File: src/hw/banked_mem_cfg.svh
`ifndef BANKED_MEM_CFG_SVH
`define BANKED_MEM_CFG_SVH

// Data word width in bits.
`define MEM_WIDTH 32

// Bank index sits in the low address bits.
`define MEM_BANK_BITS 2
`define MEM_NUM_BANKS 4

// Row index sits in the high address bits.
`define MEM_ROW_BITS 6
`define MEM_ADDR_BITS 8

// Cycles from bank read strobe to bank read data.
`define MEM_SRAM_DELAY 2

`endif

File: src/hw/mem_addr_pkg.sv
`include "banked_mem_cfg.svh"

package mem_addr_pkg;

  // Logical address as seen on the external ports.
  typedef logic [`MEM_ADDR_BITS-1:0] log_addr_t;

  typedef logic [`MEM_BANK_BITS-1:0] bank_idx_t;
  typedef logic [`MEM_ROW_BITS-1:0]  row_idx_t;

  // Physical address, bank above row.
  typedef logic [`MEM_ADDR_BITS-1:0] phys_addr_t;

  // One strobe bit per bank.
  typedef logic [`MEM_NUM_BANKS-1:0] bank_vec_t;

endpackage

File: src/hw/mem_data_pkg.sv
`include "banked_mem_cfg.svh"

package mem_data_pkg;

  typedef logic [`MEM_WIDTH-1:0] mem_data_t;
  typedef logic [`MEM_WIDTH-1:0] mem_mask_t;

  // Read data of all banks, bank 0 in the low word.
  typedef logic [`MEM_NUM_BANKS-1:0][`MEM_WIDTH-1:0] bank_data_t;

  // Holding register state.
  typedef enum logic {
    held_empty,
    held_valid
  } defer_state_t;

endpackage

File: src/hw/write_defer_ctrl.sv
`timescale 1ns/1ps
`include "banked_mem_cfg.svh"

module write_defer_ctrl (
  input  logic                    clk,
  input  logic                    rst,
  input  logic                    write,
  input  mem_addr_pkg::log_addr_t wr_adr,
  input  mem_data_pkg::mem_mask_t bw,
  input  mem_data_pkg::mem_data_t din,
  input  logic                    read,
  input  mem_addr_pkg::log_addr_t rd_adr,
  output mem_addr_pkg::bank_vec_t mem_write,
  output mem_addr_pkg::row_idx_t  mem_wr_row,
  output mem_data_pkg::mem_mask_t mem_bw,
  output mem_data_pkg::mem_data_t mem_din,
  output mem_addr_pkg::bank_vec_t mem_read,
  output mem_addr_pkg::row_idx_t  mem_rd_row,
  output logic                    rq_vld,
  output mem_addr_pkg::bank_idx_t rq_bank,
  output mem_addr_pkg::row_idx_t  rq_row,
  output logic                    rq_fwd,
  output mem_data_pkg::mem_mask_t rq_msk,
  output mem_data_pkg::mem_data_t rq_dat
);
  import mem_addr_pkg::*;
  import mem_data_pkg::*;

  bank_idx_t    wr_bank;
  row_idx_t     wr_row;
  bank_idx_t    rd_bank;
  row_idx_t     rd_row;

  defer_state_t state;
  bank_idx_t    held_bank;
  row_idx_t     held_row;
  mem_mask_t    held_msk;
  mem_data_t    held_dat;

  logic         held_vld;
  logic         wr_hit;
  logic         rd_hit;
  logic         cflt;
  logic         idle;
  logic         use_held;
  logic         bank_wr;
  mem_mask_t    merge_msk;
  mem_data_t    merge_base;
  mem_data_t    merge_dat;

  // ============================================================
  // Address split and hit detection
  // ============================================================
  assign wr_bank = wr_adr[`MEM_BANK_BITS-1:0];
  assign wr_row  = wr_adr[`MEM_ADDR_BITS-1:`MEM_BANK_BITS];
  assign rd_bank = rd_adr[`MEM_BANK_BITS-1:0];
  assign rd_row  = rd_adr[`MEM_ADDR_BITS-1:`MEM_BANK_BITS];

  assign held_vld = (state == held_valid);
  assign wr_hit   = held_vld && (wr_bank == held_bank) && (wr_row == held_row);
  assign rd_hit   = held_vld && (rd_bank == held_bank) && (rd_row == held_row);
  assign cflt     = write && read && (wr_adr == rd_adr);
  assign idle     = !write && !read;

  // ============================================================
  // Bank strobes
  // ============================================================
  // Held contents go out on an idle cycle or when a new collision evicts them.
  assign use_held = cflt || idle;
  assign bank_wr  = idle ? held_vld :
                    cflt ? (held_vld && !wr_hit) :
                           (write && !wr_hit);

  assign mem_write  = bank_wr ? (bank_vec_t'(1) << (use_held ? held_bank : wr_bank)) : '0;
  assign mem_wr_row = use_held ? held_row : wr_row;
  assign mem_bw     = use_held ? held_msk : bw;
  assign mem_din    = use_held ? held_dat : din;

  assign mem_read   = read ? (bank_vec_t'(1) << rd_bank) : '0;
  assign mem_rd_row = rd_row;

  // Forwarding info uses the register contents before this cycle's update.
  assign rq_vld  = read;
  assign rq_bank = rd_bank;
  assign rq_row  = rd_row;
  assign rq_fwd  = read && rd_hit;
  assign rq_msk  = held_msk;
  assign rq_dat  = held_dat;

  // ============================================================
  // Holding register
  // ============================================================
  assign merge_base = wr_hit ? held_dat : din;
  assign merge_dat  = (merge_base & ~bw) | (din & bw);
  assign merge_msk  = (wr_hit ? held_msk : '0) | bw;

  always_ff @(posedge clk) begin
    if (rst) begin
      state <= held_empty;
    end else begin
      case (state)
        held_empty: if (cflt) state <= held_valid;
        held_valid: if (idle) state <= held_empty;
        default:    state <= held_empty;
      endcase
    end
  end

  always_ff @(posedge clk) begin
    if (cflt || (write && wr_hit)) begin
      held_bank <= wr_bank;
      held_row  <= wr_row;
      held_msk  <= merge_msk;
      held_dat  <= merge_dat;
    end
  end

  a_strobe_onehot: assert property (
    @(posedge clk) disable iff (rst)
    $onehot0(mem_write) && $onehot0(mem_read)
  );

  // A bank never sees a write and a read of one row together.
  a_no_row_clash: assert property (
    @(posedge clk) disable iff (rst)
    !((|(mem_write & mem_read)) && (mem_wr_row == mem_rd_row))
  );

endmodule

File: config.mk
export PLATFORM = sky130hd
export DESIGN_NAME = write_defer_ctrl
export DESIGN_NICKNAME = d
export VERILOG_FILES = /design/src/hw/mem_addr_pkg.sv /design/src/hw/mem_data_pkg.sv /design/src/hw/write_defer_ctrl.sv
export VERILOG_INCLUDE_DIRS = /design/src /design/src/hw
export SDC_FILE = /design/constraint.sdc
export NUM_CORES = 1
export LEC_CHECK = 0
export ABC_CLOCK_PERIOD_IN_PS = 2600
export CELL_PAD_IN_SITES_DETAIL_PLACEMENT = 0
export CELL_PAD_IN_SITES_GLOBAL_PLACEMENT = 2
export CORE_AREA = 3 3 120 122
export CTS_CLUSTER_SIZE = 20
export DETAILED_ROUTE_END_ITERATION = 10
export DIE_AREA = 0 0 123 125
export DONT_BUFFER_PORTS = 1
export PLACE_DENSITY_LB_ADDON = 0.2
export SYNTH_ARGS = -nofsm -noshare
export SYNTH_HDL_FRONTEND = slang
export SYNTH_SLANG_ARGS = --single-unit
export TNS_END_PERCENT = 1
File: constraint.sdc
create_clock -name clk -period 2.6 [get_ports clk]
set_clock_uncertainty 0.05 [all_clocks]
set_input_delay 0.26 -clock clk [delete_from_list [all_inputs] [get_ports clk]]
set_output_delay 0.26 -clock clk [all_outputs]
set_load 0.01 [all_outputs]
# Yosys cells after proc, flatten, opt, wreduce, memory -nomap -nowiden
# Index checks and enable logic that the tools add are counted.
# classes
bitwise_logic	6
muxes	13
n_shift	2
n_eq_ne	5
reduce_logical	16
# ops
op	n
32-bit 2-to-1 mux	4
32-bit bitwise AND	2
32-bit bitwise OR	2
32-bit inverter	1
6-bit equality test	2
1-bit logical AND	11
8-bit equality test	1
4-bit 2-to-1 mux	2
1-bit by 2-bit << shifter with 4-bit output, first input constant	2
6-bit 2-to-1 mux	1
2-bit equality test	2
1-bit 2-to-1 mux	4
1-bit logical NOT	3
1-bit logical OR	2
2-bit 2-to-1 mux	1
1-bit case mux with 2 select lines	1
1-bit inverter	1
# totals
ff_bits	73
input_bits	84

# Logic depth before layout (Yosys ltp)
# depth
word_depth	8
mapped_depth	6

# Worst setup path after synthesis
# Ideal clock, no wire load.
# synth_path
kind	register to register
from	register held_bank[1]
to	register held_bank[0], enable pin
arrival_ps	2429
slack_ps	-277
path_stages_with_launch	7
t_required_ps	2152
setup_time_ps	398
path_buffers	2
cell_sequence	edfxtp_1 -> xnor2_1 -> nand3_1 -> or4_1 -> clkbuf_1 -> clkbuf_1 -> nand2_1
# synth_via
elab_chain_len	5
# synth_lines
item	line	rtl
from (decl)	write_defer_ctrl.sv:35	bank_idx_t held_bank;
from (signal assigned)	write_defer_ctrl.sv:111	held_bank <= wr_bank;
2-bit equality test	write_defer_ctrl.sv:60	assign wr_hit = held_vld && (wr_bank == held_bank) && (wr_row == held_row);
1-bit logical AND (2 in a row)	write_defer_ctrl.sv:60	
1-bit logical AND	write_defer_ctrl.sv:110	if (cflt || (write && wr_hit)) begin
1-bit logical OR	write_defer_ctrl.sv:110	
# Every way passes these cells.
# A chain may end at the register's enable or synchronous reset.

==> run summary <==
status: finished, final reports clean
WS Path Type: reg2reg
ys flop type: edfxtp_1
total global routing overflow: 0
period utilization: 87.8%
fmax: 0.438 GHz
min-delay src: bw[22]
worst vdd ir: 0.398 mV
Synth Register Bits: 73
commonest non-fill, non-tap cell in the layout: edfxtp_1
Setup TNS Final: 0 ns
largest net degree at the start of global routing: 38
Max H-tree Level: 3
Initial Utilization: 34.9%
clk sinks: 73
Worst EP arrival: 2.27 ns
Area contributors post-synth: edfxtp_1 47%, mux2_2 13%, a2bb2oi_1 6.0%
layout cell share with drive strength beyond 1: 28.5%
RSZ-0062 raised after global routing: no
Final ANT Viol Nets: 0
Filler Cell Count: 1,297
Design Power: 2.70 mW
Setup Buffers After CTS: 0
Routed WL: 12,000 um
dominant cell type by area after synthesis: edfxtp_1
Ys Warns: 0
Pwr per Cell Area: 532 mW/mm^2
R2R Setup Slk: 0.32 ns
relative slew slack: 49.8%
final net count: 436
first-pass GRT wire length: 17,700 um
CP endpoint kind: register
drt wl/cell: 22.7 um
clk buf depth: 2
root buf cell: clkbuf_16
Via density: 5.65
count of final hold-check violations: 0
Hold Crit Endpoint: rq_msk[22]
Synth cell types: 38
top cell type's share of synthesized area: 46.5%
vias in the first global route: 3,162
sequential share of the synthesized area: 47.0%
# resized after CTS: 0
number of synthesized flops with an enable pin: 72
worst path required time: 2.59 ns
synthesis-to-finish area growth: 9.32%
maxcap violations: 0
PnR worst setup slack: 0.316 ns
Final Wtd Congestion: 0.735
Vias: 2,998
Post-synth ARST share: 0%
Slew @ Worst Pin: 0.751 ns
CTS tree: done
Die Height: 125 um
syn avg cell area: 12.8 sq um
critical path fanouts, max: 32
initial antenna violation count: 0
Post-Syn Instances: 362
Pre-antenna DRT Iters: 4
syn_nets: 446
Post-DP HPWL: 8560 um
Final Slew Violations: 0
minimum clock period: 2.28 ns
IO Pins: 242
DIE AREA: 0.0154 sq mm
dpl ws: 0.307 ns
Reg clk slew, reported paths: 0.06 ns
highest-count cells in the layout ignoring fill and taps: 72 x edfxtp_1, 53 x mux2_2, 32 x a2bb2oi_1, 32 x a21o_1, 32 x o21a_1
core box area: 0.0133 sq mm
setup violators final: 0
DRC viols: 0
Hold WC Path Type: in2reg
Num CTS Buffers: 9
RR Startpoint: held_row[1]
hold path depth: 1
Die X: 123 um
all-layer global routing usage: 14.9%
Clock Latency Late Sink: 0.33 ns
number of I/O port buffers: 0
Mapped Area: 0.00465 sq mm
# rows: 42
number of antenna diodes: 0
Startpoint Class: register
R2R cell count: 5
Initial DRC Count: 163
P_leak: 1.87 nW
## report_power, final
group	total, mW	internal (mW)	switching [mW]
clock	1.10	0.629	0.467
sequential	1.30	1.29	0.00288
combinational	0.308	0.164	0.143
total	2.70	2.09	0.613
## per-stage QoR
step | hold WS (ns) | instances | utilization, % | cell area (sq um)
global route | 0.00727 | 531 | 38.2 | 5080
finish | 0.0320 | 531 | 38.2 | 5080
global placement | 0.290 | 508 | 35.6 | 4740
CTS | 0.0137 | 531 | 38.2 | 5080
detailed placement | 0.292 | 508 | 35.6 | 4740
floorplan | 0.283 | 362 | - | 4650
## Yosys cell counts (3+ instances only)
cell,n
mux2_4,16
o21a_1,32
xor2_1,10
a21o_1,32
nor3b_1,3
nand4_1,6
a2bb2oi_1,32
nand2_1,10
nand3_1,3
edfxtp_1,72
xnor2_1,14
o31ai_1,4
buf_6,7
buf_4,15
a311oi_1,4
mux2_2,53
nor4_1,3
clkbuf_1,15
nor2_1,4
## repair_timing
action | CTS | global route
hold buffers | 9 | 0
hold endpoints to repair | 9 | 0
endpoints found under the setup margin | 0 | 0
## metal layers
| metal | global-route usage [%] | part of all wire, % | vias up |
|---|---|---|---|
| li1 | - | - | 1370 |
| met1 | 17.6 | 41 | 1457 |
| met2 | 25.0 | 48 | 159 |
| met3 | 5.74 | 9.4 | 12 |
| met4 | 4.30 | 1.4 | 0 |
| met5 | 0 | 0 | - |
## cell type report
cell class | instances | area, sq um | area share [%]
Inverter | 2 | 7.51 | 0.148
Timing Repair Buffer | 21 | 218 | 4.29
Clock inverter | 4 | 22.5 | 0.443
Tap cell | 176 | 220 | 4.34
Sequential cell | 73 | 2180 | 43.0
Clock buffer | 10 | 229 | 4.51
Multi-Input combinational cell | 245 | 2200 | 43.3
## worst max-delay path by stage
stage,from,end,slack [ns],depth (start not counted)
final,held_row[1],register,0.32,5
after global routing,held_bank[0],rq_fwd,0.14,4
after CTS,held_row[1],register,0.30,5
after detailed placement,held_row[1],register,0.31,5
after global placement,held_row[3],register,0.36,5
after floorplan,held_bank[1],held_bank[0],0.09,6
## cell families after synthesis
kind of cell / Yosys count / synth area share (%)
AOI/OAI and AO/OA: 109 / 19.0
xor gates and xnor gates: 24 / 4.52
DFF: 73 / 47.0
and+or+nand+nor: 42 / 5.28
muxes: 70 / 18.3
buffers and inverters: 44 / 5.98
## worst max-delay path, stage by stage, from the launching register on
cell and delay [ns]:
edfxtp_1 0.44, xnor2_1 0.25, nand3_1 0.18, or4_1 0.53
buf_4 0.27, a2bb2oi_1 0.22
Note: power is estimated with default switching activity, not from simulation.
