File: config.mk
export PLATFORM = sky130hd
export DESIGN_NAME = read_return
export DESIGN_NICKNAME = d
export VERILOG_FILES = /design/src/hw/mem_addr_pkg.sv /design/src/hw/mem_data_pkg.sv /design/src/hw/read_return.sv
export VERILOG_INCLUDE_DIRS = /design/src /design/src/hw
export SDC_FILE = /design/constraint.sdc
export NUM_CORES = 1
export LEC_CHECK = 0
export ABC_AREA = 1
export BUFFER_PORTS_ARGS = -buffer_cell sky130_fd_sc_hd__buf_2
export CAP_MARGIN = 20
export CELL_PAD_IN_SITES_DETAIL_PLACEMENT = 1
export CELL_PAD_IN_SITES_GLOBAL_PLACEMENT = 1
export CORE_ASPECT_RATIO = 0.5
export CORE_UTILIZATION = 28
export DETAILED_ROUTE_END_ITERATION = 7
export PLACE_DENSITY = 0.78
export SYNTH_ARGS = -nofsm -noshare
export SYNTH_HDL_FRONTEND = slang
export SYNTH_SLANG_ARGS = --single-unit
File: constraint.sdc
create_clock -name clk -period 1.15 [get_ports clk]
set_clock_uncertainty 0.2 [all_clocks]
set_input_delay 0.23 -clock clk [delete_from_list [all_inputs] [get_ports clk]]
set_output_delay 0.23 -clock clk [all_outputs]
set_load 0.01 [all_outputs]
File: src/hw/banked_mem_cfg.svh
`ifndef BANKED_MEM_CFG_SVH
`define BANKED_MEM_CFG_SVH

// Data word width in bits.
`define MEM_WIDTH 32

// Bank index sits in the low address bits.
`define MEM_BANK_BITS 2
`define MEM_NUM_BANKS 4

// Row index sits in the high address bits.
`define MEM_ROW_BITS 6
`define MEM_ADDR_BITS 8

// Cycles from bank read strobe to bank read data.
`define MEM_SRAM_DELAY 2

`endif

File: src/hw/mem_addr_pkg.sv
`include "banked_mem_cfg.svh"

package mem_addr_pkg;

  // Logical address as seen on the external ports.
  typedef logic [`MEM_ADDR_BITS-1:0] log_addr_t;

  typedef logic [`MEM_BANK_BITS-1:0] bank_idx_t;
  typedef logic [`MEM_ROW_BITS-1:0]  row_idx_t;

  // Physical address, bank above row.
  typedef logic [`MEM_ADDR_BITS-1:0] phys_addr_t;

  // One strobe bit per bank.
  typedef logic [`MEM_NUM_BANKS-1:0] bank_vec_t;

endpackage

File: src/hw/mem_data_pkg.sv
`include "banked_mem_cfg.svh"

package mem_data_pkg;

  typedef logic [`MEM_WIDTH-1:0] mem_data_t;
  typedef logic [`MEM_WIDTH-1:0] mem_mask_t;

  // Read data of all banks, bank 0 in the low word.
  typedef logic [`MEM_NUM_BANKS-1:0][`MEM_WIDTH-1:0] bank_data_t;

  // Holding register state.
  typedef enum logic {
    held_empty,
    held_valid
  } defer_state_t;

endpackage

File: src/hw/read_return.sv
`timescale 1ns/1ps
`include "banked_mem_cfg.svh"

module read_return (
  input  logic                     clk,
  input  logic                     rst,
  input  logic                     rq_vld,
  input  mem_addr_pkg::bank_idx_t  rq_bank,
  input  mem_addr_pkg::row_idx_t   rq_row,
  input  logic                     rq_fwd,
  input  mem_data_pkg::mem_mask_t  rq_msk,
  input  mem_data_pkg::mem_data_t  rq_dat,
  input  mem_data_pkg::bank_data_t mem_rd_dout,
  output logic                     rd_vld,
  output mem_data_pkg::mem_data_t  rd_dout,
  output logic                     rd_fwrd,
  output mem_addr_pkg::phys_addr_t rd_padr
);
  import mem_addr_pkg::*;
  import mem_data_pkg::*;

  localparam int DLY = `MEM_SRAM_DELAY;

  logic      vld_q  [DLY];
  logic      fwd_q  [DLY];
  bank_idx_t bank_q [DLY];
  row_idx_t  row_q  [DLY];
  mem_mask_t msk_q  [DLY];
  mem_data_t dat_q  [DLY];

  mem_data_t bank_word;

  // ============================================================
  // Tag pipeline, aligned with the bank read latency
  // ============================================================
  always_ff @(posedge clk) begin
    if (rst) begin
      for (int i = 0; i < DLY; i++) begin
        vld_q[i] <= 1'b0;
        fwd_q[i] <= 1'b0;
      end
    end else begin
      vld_q[0] <= rq_vld;
      fwd_q[0] <= rq_fwd;
      for (int i = 1; i < DLY; i++) begin
        vld_q[i] <= vld_q[i-1];
        fwd_q[i] <= fwd_q[i-1];
      end
    end
  end

  always_ff @(posedge clk) begin
    bank_q[0] <= rq_bank;
    row_q[0]  <= rq_row;
    msk_q[0]  <= rq_msk;
    dat_q[0]  <= rq_dat;
    for (int i = 1; i < DLY; i++) begin
      bank_q[i] <= bank_q[i-1];
      row_q[i]  <= row_q[i-1];
      msk_q[i]  <= msk_q[i-1];
      dat_q[i]  <= dat_q[i-1];
    end
  end

  // ============================================================
  // Bank select and forwarding merge
  // ============================================================
  assign bank_word = mem_rd_dout[bank_q[DLY-1]];

  assign rd_vld  = vld_q[DLY-1];
  assign rd_fwrd = fwd_q[DLY-1];
  assign rd_dout = rd_fwrd ? ((dat_q[DLY-1] & msk_q[DLY-1]) | (bank_word & ~msk_q[DLY-1])) :
                             bank_word;
  assign rd_padr = phys_addr_t'({bank_q[DLY-1], row_q[DLY-1]});

  // Forwarding is only flagged on reads, checked at the far end of the pipe.
  a_fwrd_has_vld: assert property (
    @(posedge clk) disable iff (rst)
    rd_fwrd |-> rd_vld
  );

endmodule

# ---- After elaboration in Yosys (flattened, before gate mapping)
# Memory sizes are Yosys's and may differ from the RTL's.
# Cells that the tools add are included.
dict set report classes {
  magnitude_cmp 1
  add_sub_neg 0
  reduce_logical 0
  div 0
  n_mul 0
  n_shift 0
  mux 10
  n_eq_ne 0
  n_bitwise 8
}
# op count
set op_table {}
lappend op_table {{AND 32 bit} 2}
lappend op_table {{binary-select mux 32 bit (select 2 bit)} 1}
lappend op_table {{2-to-1 mux 32 bit} 2}
lappend op_table {{NOT 32 bit} 1}
lappend op_table {{OR 32 bit} 1}
lappend op_table {{2-to-1 mux 1 bit} 7}
lappend op_table {{OR 1 bit} 4}
lappend op_table {{less-than comparator 2 x 3 -> 1 bit, second input constant} 1}
dict set report word_totals {
  reg_bits 0
  romBits 0
  ramBits 148
  mem_count 6
  out_inout_bits 42
  in_bits 204
  latchBits 0
  wordCells 25
}
# memory depth width read_ports rd_ports_with_merged_regs write_ports line_no
set mem_list {}
lappend mem_list {dat_q 2 32 2 0 2 read_return.sv:29} ;# mem_data_t dat_q [DLY];
lappend mem_list {msk_q 2 32 2 0 2 read_return.sv:28} ;# mem_mask_t msk_q [DLY];
lappend mem_list {row_q 2 6 2 0 2 read_return.sv:27} ;# row_idx_t row_q [DLY];
lappend mem_list {bank_q 2 2 2 0 2 read_return.sv:26} ;# bank_idx_t bank_q [DLY];
lappend mem_list {fwd_q 2 1 2 0 2 read_return.sv:25} ;# logic fwd_q [DLY];
lappend mem_list {vld_q 2 1 2 0 2 read_return.sv:24} ;# logic vld_q [DLY];

# ---- Longest topological paths before layout
# Gate-level depths: netlist (run 1).
dict set report depth {
  ltp_word 5
  mapped_depth 6
  mapped_depth_nobuf 5
}

# ---- Worst setup path after synthesis (run 1)
# OpenSTA, ideal clock, no wires.
dict set report synth_timing {
  path_kind {register -> output}
  start {memory fwd_q[1][0], in the netlist fwd_q[0][1]}
  end {output port rd_dout[0]}
  arrival_time_ps 1016
  path_stages_with_launch 5
  slack_ps -296
  t_required_ps 720
  path_buffers 2
  path_cell_list {dfxtp_1 -> buf_2 -> clkbuf_1 -> nand3_1 -> nand2_1}
}
# item line_no
set synth_rtl {}
lappend synth_rtl {{start: declaration} read_return.sv:25}
lappend synth_rtl {{end: declaration} read_return.sv:15} ;# output mem_data_pkg::mem_data_t rd_dout,

==> results of run 1 <==
[sequential cells by signal, indices dropped and copies added, names as in the netlist]
signal	cells
fwd_q	2
vld_q	2
bank_q	4
dat_q	64
row_q	12
msk_q	64
[kinds of logic after synthesis]
family        count (synthesis)
flops                       148
simple gates                324
buf+inv                      41
[through the flow]
step	cells	instance area [sq um]	power (uW)	utilization [%]
3_3_place_gp	961	6100	6690	38.8
6_report	1077	8050	12800	51.1
4_1_cts	1071	7970	12800	50.7
2_1_floorplan	513	4740	6160	-
3_5_place_dp	961	6100	6750	38.8
5_1_grt	1077	8050	13300	51.1
[worst max path at each step]
stage	slack, ns	to
floorplan	-0.14	rd_dout[11]
global placement	-0.48	rd_dout[30]
detailed placement	-0.50	rd_dout[30]
CTS	-0.80	rd_dout[12]
global route	-0.92	rd_dout[17]
finish	-0.86	rd_dout[17]
[power by group]
group / internal, uW / total, uW / switching (uW) / leakage (uW)
Sequential: 5400 / 5500 / 103 / 0.00125
Combinational: 941 / 1720 / 782 / 0.00232
Clock: 3110 / 5590 / 2480 / 0.000289
[cell type report]
class | count | area [sq um] | share of cell area (%)
inverter | 6 | 30.0 | 0.373
tap | 221 | 277 | 3.44
sequential | 148 | 2980 | 37.0
timing repair buffer | 340 | 2510 | 31.2
clock inverter | 14 | 160 | 1.99
multi-input combinational | 324 | 1650 | 20.5
antenna | 6 | 15.0 | 0.187
clock buffer | 18 | 429 | 5.33
[layer usage]
metal | vias up | wire, um
met1 | 2299 | 7030
met3 | 79 | 651
met4 | 0 | 972
met2 | 170 | 9850
li1 | 2302 | -
met5 | - | 0
[layout by cell type, fill, tap and decap left out, types with 2 or more instances in the layout]
master         instances
dlygate4sd3_1         75
clkinv_4               3
nand3_1               99
clkbuf_16             17
dfxtp_2                4
nand2_1              144
buf_2                208
dfxtp_4                3
buf_8                  3
buf_16                 3
inv_8                  8
nand2_2               47
nor2_1                 4
nand3_2               29
inv_1                  4
buf_12                 4
inv_6                  2
dfxtp_1              141
buf_4                  5
diode_2                6
buf_6                 42
[critical path, delay by kind of cell, from the launching register on]
| kind | cells | cell delay [ns] |
|---|---|---|
| flip-flops | 1 | 0.39 |
| AND/OR/NAND/NOR | 4 | 0.36 |
| buffers and inverters | 3 | 0.40 |
[timing repair]
action | in CTS | in global routing
endpoints found under the hold margin | 76 | 0
hold buffers | 75 | 0
setup endpoints to repair | 42 | 42
buffers inserted | 0 | 2
pin swaps | 7 | 0
gates resized for setup | 101 | 17
gates cloned | 3 | 0
==> impl_metrics.yaml, run 1 <==
sta:
  hold_viol_final: 0
  tns_ns: -26.86
  final_max_slew_viol_count: 0
  relSlewSlack_pct: 85.7
  post-route-period-util_pct: 175
  fin_crit_ns: 2.01
  max_freq_ghz: 0.498
  setup_ws_ns: -0.858
  setup_viol: 42
  holdWs_ns: 0.120
  grt_setup_unrepaired: "true"
  tightest_slew_ns: 0.215
finish:
  drive_above_1_share_pct: 44.9
  fill_cells: 1834
  fin_nets: 1041
  syn2layout_area_growth_pct: 74.7
placement:
  post-place-ws_ns: -0.496
  dpl.hpwl_um: 10900
  gp_congestion: 0.835
  io_buffers: 245
setup_path:
  reg2reg_slack_ns: 0.46
  cpPeakStageDelay_ns: 0.39
  reg2regPathDepth: 2
  cpMostUsedCell: "nand3_1"
  cp-startpoint: "bank_q[0][2]"
  crit_arrival_ns: 1.58
  endpoint_kind: "output pin"
  r2r-start: "vld_q[0][0]"
  cp.required_ns: 0.72
  crit_chain: "inv_8, buf_16, nand2_1, nand3_1, nand3_1, nand2_2, buf_6"
  critPathKind: "register to output pin"
  crit_fanout: 18
  cp_slowest_cell: "dfxtp_4"
  start_kind: "register"
  reg2reg_to: "vld_q[0][1]"
clocking:
  cts_inserted_buffers: 17
  clk_latency_ns: 0.41
  h-tree-depth: 4
  cts.sinks: 148
  clk_path_buf_depth: 2
  cts_tree: "yes"
  root_buffer: "clkbuf_16"
  path_clk_slew_ns: 0.07
logic_synthesis:
  ys_seq_area_share_pct: 64.3
  synth_top_flop_cell: "dfxtp_1"
  syn-instance-count: 513
  yosysTopAreaCell: "dfxtp_1"
  synth.most_common_cell: "nand2_1"
  synth_cell_types: 10
  synth_top_family_by_area: "simple AND/OR/NAND/NOR gates"
  synth_compound_area_share_pct: 0
  synthTopCellsByCount: "nand2_1 (192), dfxtp_1 (148), nand3_1 (128)"
  avgSynthCellArea_sq_um: 8.98
  muxShareOfSynthArea_pct: 0
  yosys_warnings: 0
  ys_top_cells_by_area: "dfxtp_1 (64%), nand2_1 (16%), nand3_1 (14%)"
  synth_top_area_share_pct: 64.3
  synth_edf_count: 0
  yosys.area_share.simple_pct: 29.9
  synthArstFlopShare_pct: 0
  synth-xor-area-share_pct: 0
  yosys_register_bits: 148
  syn_nets: 717
  syn_area_sq_um: 4610
  synthAdderAreaFrac_pct: 0
floorplan:
  die_area_sq_um: 17000
  rows: 32
  core_sq_um: 15700
  io_pins: 246
  die_w_um: 183
  initial_utilization_pct: 29.3
  fp.dieH_um: 92.7
route:
  drc: 0
  vias_per_cell: 4.50
  wl_per_cell_um: 17.2
  ant_nets: 0
  wl_um: 18500
  drtIter0Drc: 150
  first_pass_iters: 4
  vias: 4850
global_route:
  grt_use_met2_pct: 41.4
  grt_pass1_wl_um: 28200
  met1_usage_pct: 21.7
  grt_overflow: 0
  grt_pass1_vias: 5706
  gr-max-usage-layer: "met2"
  met3_usage_pct: 5.03
  grt_max_degree: 43
  antenna_found_initial: 6
  grt_usage_pct: 22.0
worst_hold_path:
  whs_endpoint: "msk_q[0][55]"
  min_path_type: "register to register"
  hp-start: "msk_q[0][23]"
  hold_depth: 0
flow_run:
  maxCapViolCount: 0
power_and_ir_drop:
  power-per-cell-area_nw_per_um2: 1590
  ir_drop_uv: 982
  power.static_leakage_uw: 0.00386
status:
  violations: "setup timing"
  status: "finished, violations left"
No activity file was read; power rests on OpenSTA's default activity.
==> run 2, diff against run 1 <==
--- a/config.mk
+++ b/config.mk
@@ -6,15 +6,14 @@
 export SDC_FILE = /design/constraint.sdc
 export NUM_CORES = 1
 export LEC_CHECK = 0
-export ABC_AREA = 1
 export BUFFER_PORTS_ARGS = -buffer_cell sky130_fd_sc_hd__buf_2
 export CAP_MARGIN = 20
 export CELL_PAD_IN_SITES_DETAIL_PLACEMENT = 1
 export CELL_PAD_IN_SITES_GLOBAL_PLACEMENT = 1
 export CORE_ASPECT_RATIO = 0.5
-export CORE_UTILIZATION = 28
+export CORE_UTILIZATION = 30
 export DETAILED_ROUTE_END_ITERATION = 7
-export PLACE_DENSITY = 0.78
+export PLACE_DENSITY = 0.77
 export SYNTH_ARGS = -nofsm -noshare
 export SYNTH_HDL_FRONTEND = slang
 export SYNTH_SLANG_ARGS = --single-unit
==> run 2 against run 1 <==
  * The flow still finishes with violations (setup timing)
  * Wire length decreased by 8.0%
  * Global-route usage grew 0.56 points
  * Synthesized cell count shrank 48%
  * Cell count fell by 25%
  * First-iteration DRC count shrank 0.67%
  * Flip-flop and latch count unchanged
  * Largest power group unchanged
  * Highest routed layer unchanged
==> impl_metrics.yaml, run 2 <==
worst_hold_path:
  hold_depth: 0
  min_path_type: "register to register"
status:
  status: "finished, violations left"
  violations: "setup timing"
logic_synthesis:
  ys_seq_area_share_pct: 66.3
  yosys_register_bits: 148
  synth_cell_types: 12
  yosys_warnings: 0
  synth_top_area_share_pct: 66.3
  synthArstFlopShare_pct: 0
  synth.most_common_cell: "dfxtp_1"
  avgSynthCellArea_sq_um: 16.8
  yosysTopAreaCell: "dfxtp_1"
  syn-instance-count: 266
  syn_area_sq_um: 4470
  ys_top_cells_by_area: "dfxtp_1 (66%), mux4_2 (15%), mux2_4 (10%)"
  synth_top_flop_cell: "dfxtp_1"
  synth_edf_count: 0
  synthTopCellsByCount: "dfxtp_1 (148), nand2_1 (32), mux2_4 (30), mux4_2 (30), buf_4 (8)"
  syn_nets: 470
power_and_ir_drop:
  power.static_leakage_uw: 0.00360
  fin_total_pwr_uw: 13700
  ir_drop_uv: 1130
  power-per-cell-area_nw_per_um2: 1770
global_route:
  grt_overflow: 0
  antenna_found_initial: 1
  grt_pass1_vias: 4216
  grt_usage_pct: 22.6
  grt_max_degree: 19
  grt_pass1_wl_um: 25000
sta:
  tightest_slew_ns: 0.178
  post-route-period-util_pct: 209
  fin_crit_ns: 2.40
  relSlewSlack_pct: 88.1
  hold_viol_final: 0
  final_max_slew_viol_count: 0
  grt_setup_unrepaired: "true"
  setup_ws_ns: -1.25
  setup_viol: 42
  max_freq_ghz: 0.416
  holdWs_ns: 0.115
clocking:
  root_buffer: "clkbuf_16"
  path_clk_slew_ns: 0.07
  clk_latency_ns: 0.41
  cts_inserted_buffers: 17
  cts.sinks: 148
  clk_path_buf_depth: 2
  h-tree-depth: 4
  cts_tree: "yes"
finish:
  syn2layout_area_growth_pct: 73.2
  final_cell_mix: "buf_2 (204), dfxtp_1 (139), dlygate4sd3_1 (75), buf_6 (44)"
  fill_cells: 1487
  final_area_sq_um: 7730
  drive_above_1_share_pct: 58.9
  fin_nets: 805
  reg_top3: "dat_q x64, msk_q x64, row_q x12"
  final_common_cell: "buf_2"
route:
  drtIter0Drc: 149
  wl_per_cell_um: 20.9
  vias_per_cell: 4.41
  vias: 3588
  first_pass_iters: 4
  drc: 0
  wl_um: 17000
  ant_nets: 0
setup_path:
  endpoint_kind: "output pin"
  crit_fanout: 8
  crit_arrival_ns: 1.97
  start_kind: "register"
  cp.required_ns: 0.72
  critPathKind: "register to output pin"
  reg2regPathDepth: 1
  reg2reg_slack_ns: 0.42
floorplan:
  io_pins: 246
  core_sq_um: 14500
  die_w_um: 175
  initial_utilization_pct: 30.8
  rows: 31
  fp.dieH_um: 88.3
  die_area_sq_um: 15400
placement:
  dpl.hpwl_um: 9710
  io_buffers: 245
  gp_congestion: 0.789
  dpl_cell_area_sq_um: 5940
flow_run:
  maxCapViolCount: 0
run 2: changes by cell type in the layout (fill, tap and decap cells not counted), sizes merged, moves of 15 or more:
cell	delta
nand2	-160
nand3	-128
mux2	+32
inv	-15
mux4	+32
run 2: kinds of logic (layout without fill, tap and decap cells):
kind of cell / count (synthesis) / count (layout) / synth area share (%)
other cells: 0 / 2 / 0
buf+inv: 18 / 365 / 3.53
flops: 148 / 148 / 66.3
mux: 64 / 64 / 26.9
simple gates: 36 / 36 / 3.25
run 2: worst paths after layout:
kind	startpoint	end
hold / removal	msk_q[0][27]	msk_q[0][59]
setup reg to reg	vld_q[0][0]	vld_q[0][1]
hold reg to reg	msk_q[0][27]	msk_q[0][59]
setup / recovery	bank_q[0][2]	rd_dout[3]
run 2: critical path, cell delays in order (launching register included):
cell	delay, ns
dfxtp_4	0.45
buf_12	0.17
mux4_2	0.53
mux2_4	0.29
buf_6	0.13
run 2: area by class of cell:
type	count	area (sq um)	share of cell area [%]
Timing Repair Buffer	334	2480	32.0
Multi-Input combinational cell	100	1350	17.4
Antenna cell	2	5.00	0.0647
Sequential cell	148	2980	38.5
Clock inverter	11	230	2.98
Tap cell	198	248	3.20
Clock buffer	20	447	5.77
run 2: power by group:
group / leakage [uW] / total, uW / switching [uW] / internal (uW)
sequential: 0.00125 / 5510 / 110 / 5400
clock: 0.000334 / 6500 / 2170 / 4330
combinational: 0.00202 / 1650 / 554 / 1090
total: 0.00360 / 13700 / 2840 / 10800
run 2: what timing repair did:
item	in CTS	in global routing
gates resized for setup	50	20
endpoints found under the setup margin	42	42
hold buffers	75	0
hold endpoints to repair	76	0
gates cloned	4	0
setup buffers	3	2
run 2: per-layer routing:
metal	track usage (%)	vias up	part of all wire [%]
met5	0	-	0
met4	13.1	0	3.6
li1	-	1598	-
met3	5.20	50	3.7
met1	24.5	1801	38
met2	41.6	139	55
run 2: through the flow:
step                setup TNS [ns]  std cells  worst slack [ns]  util, %
finish                      -40.77        813             -1.25     53.3
global route                -43.06        812             -1.31     53.3
CTS                         -41.28        813             -1.27     53.2
detailed placement          -24.97        700            -0.848     40.9
global placement            -24.11        700            -0.807     40.9
floorplan                   -19.86        266            -0.626        -
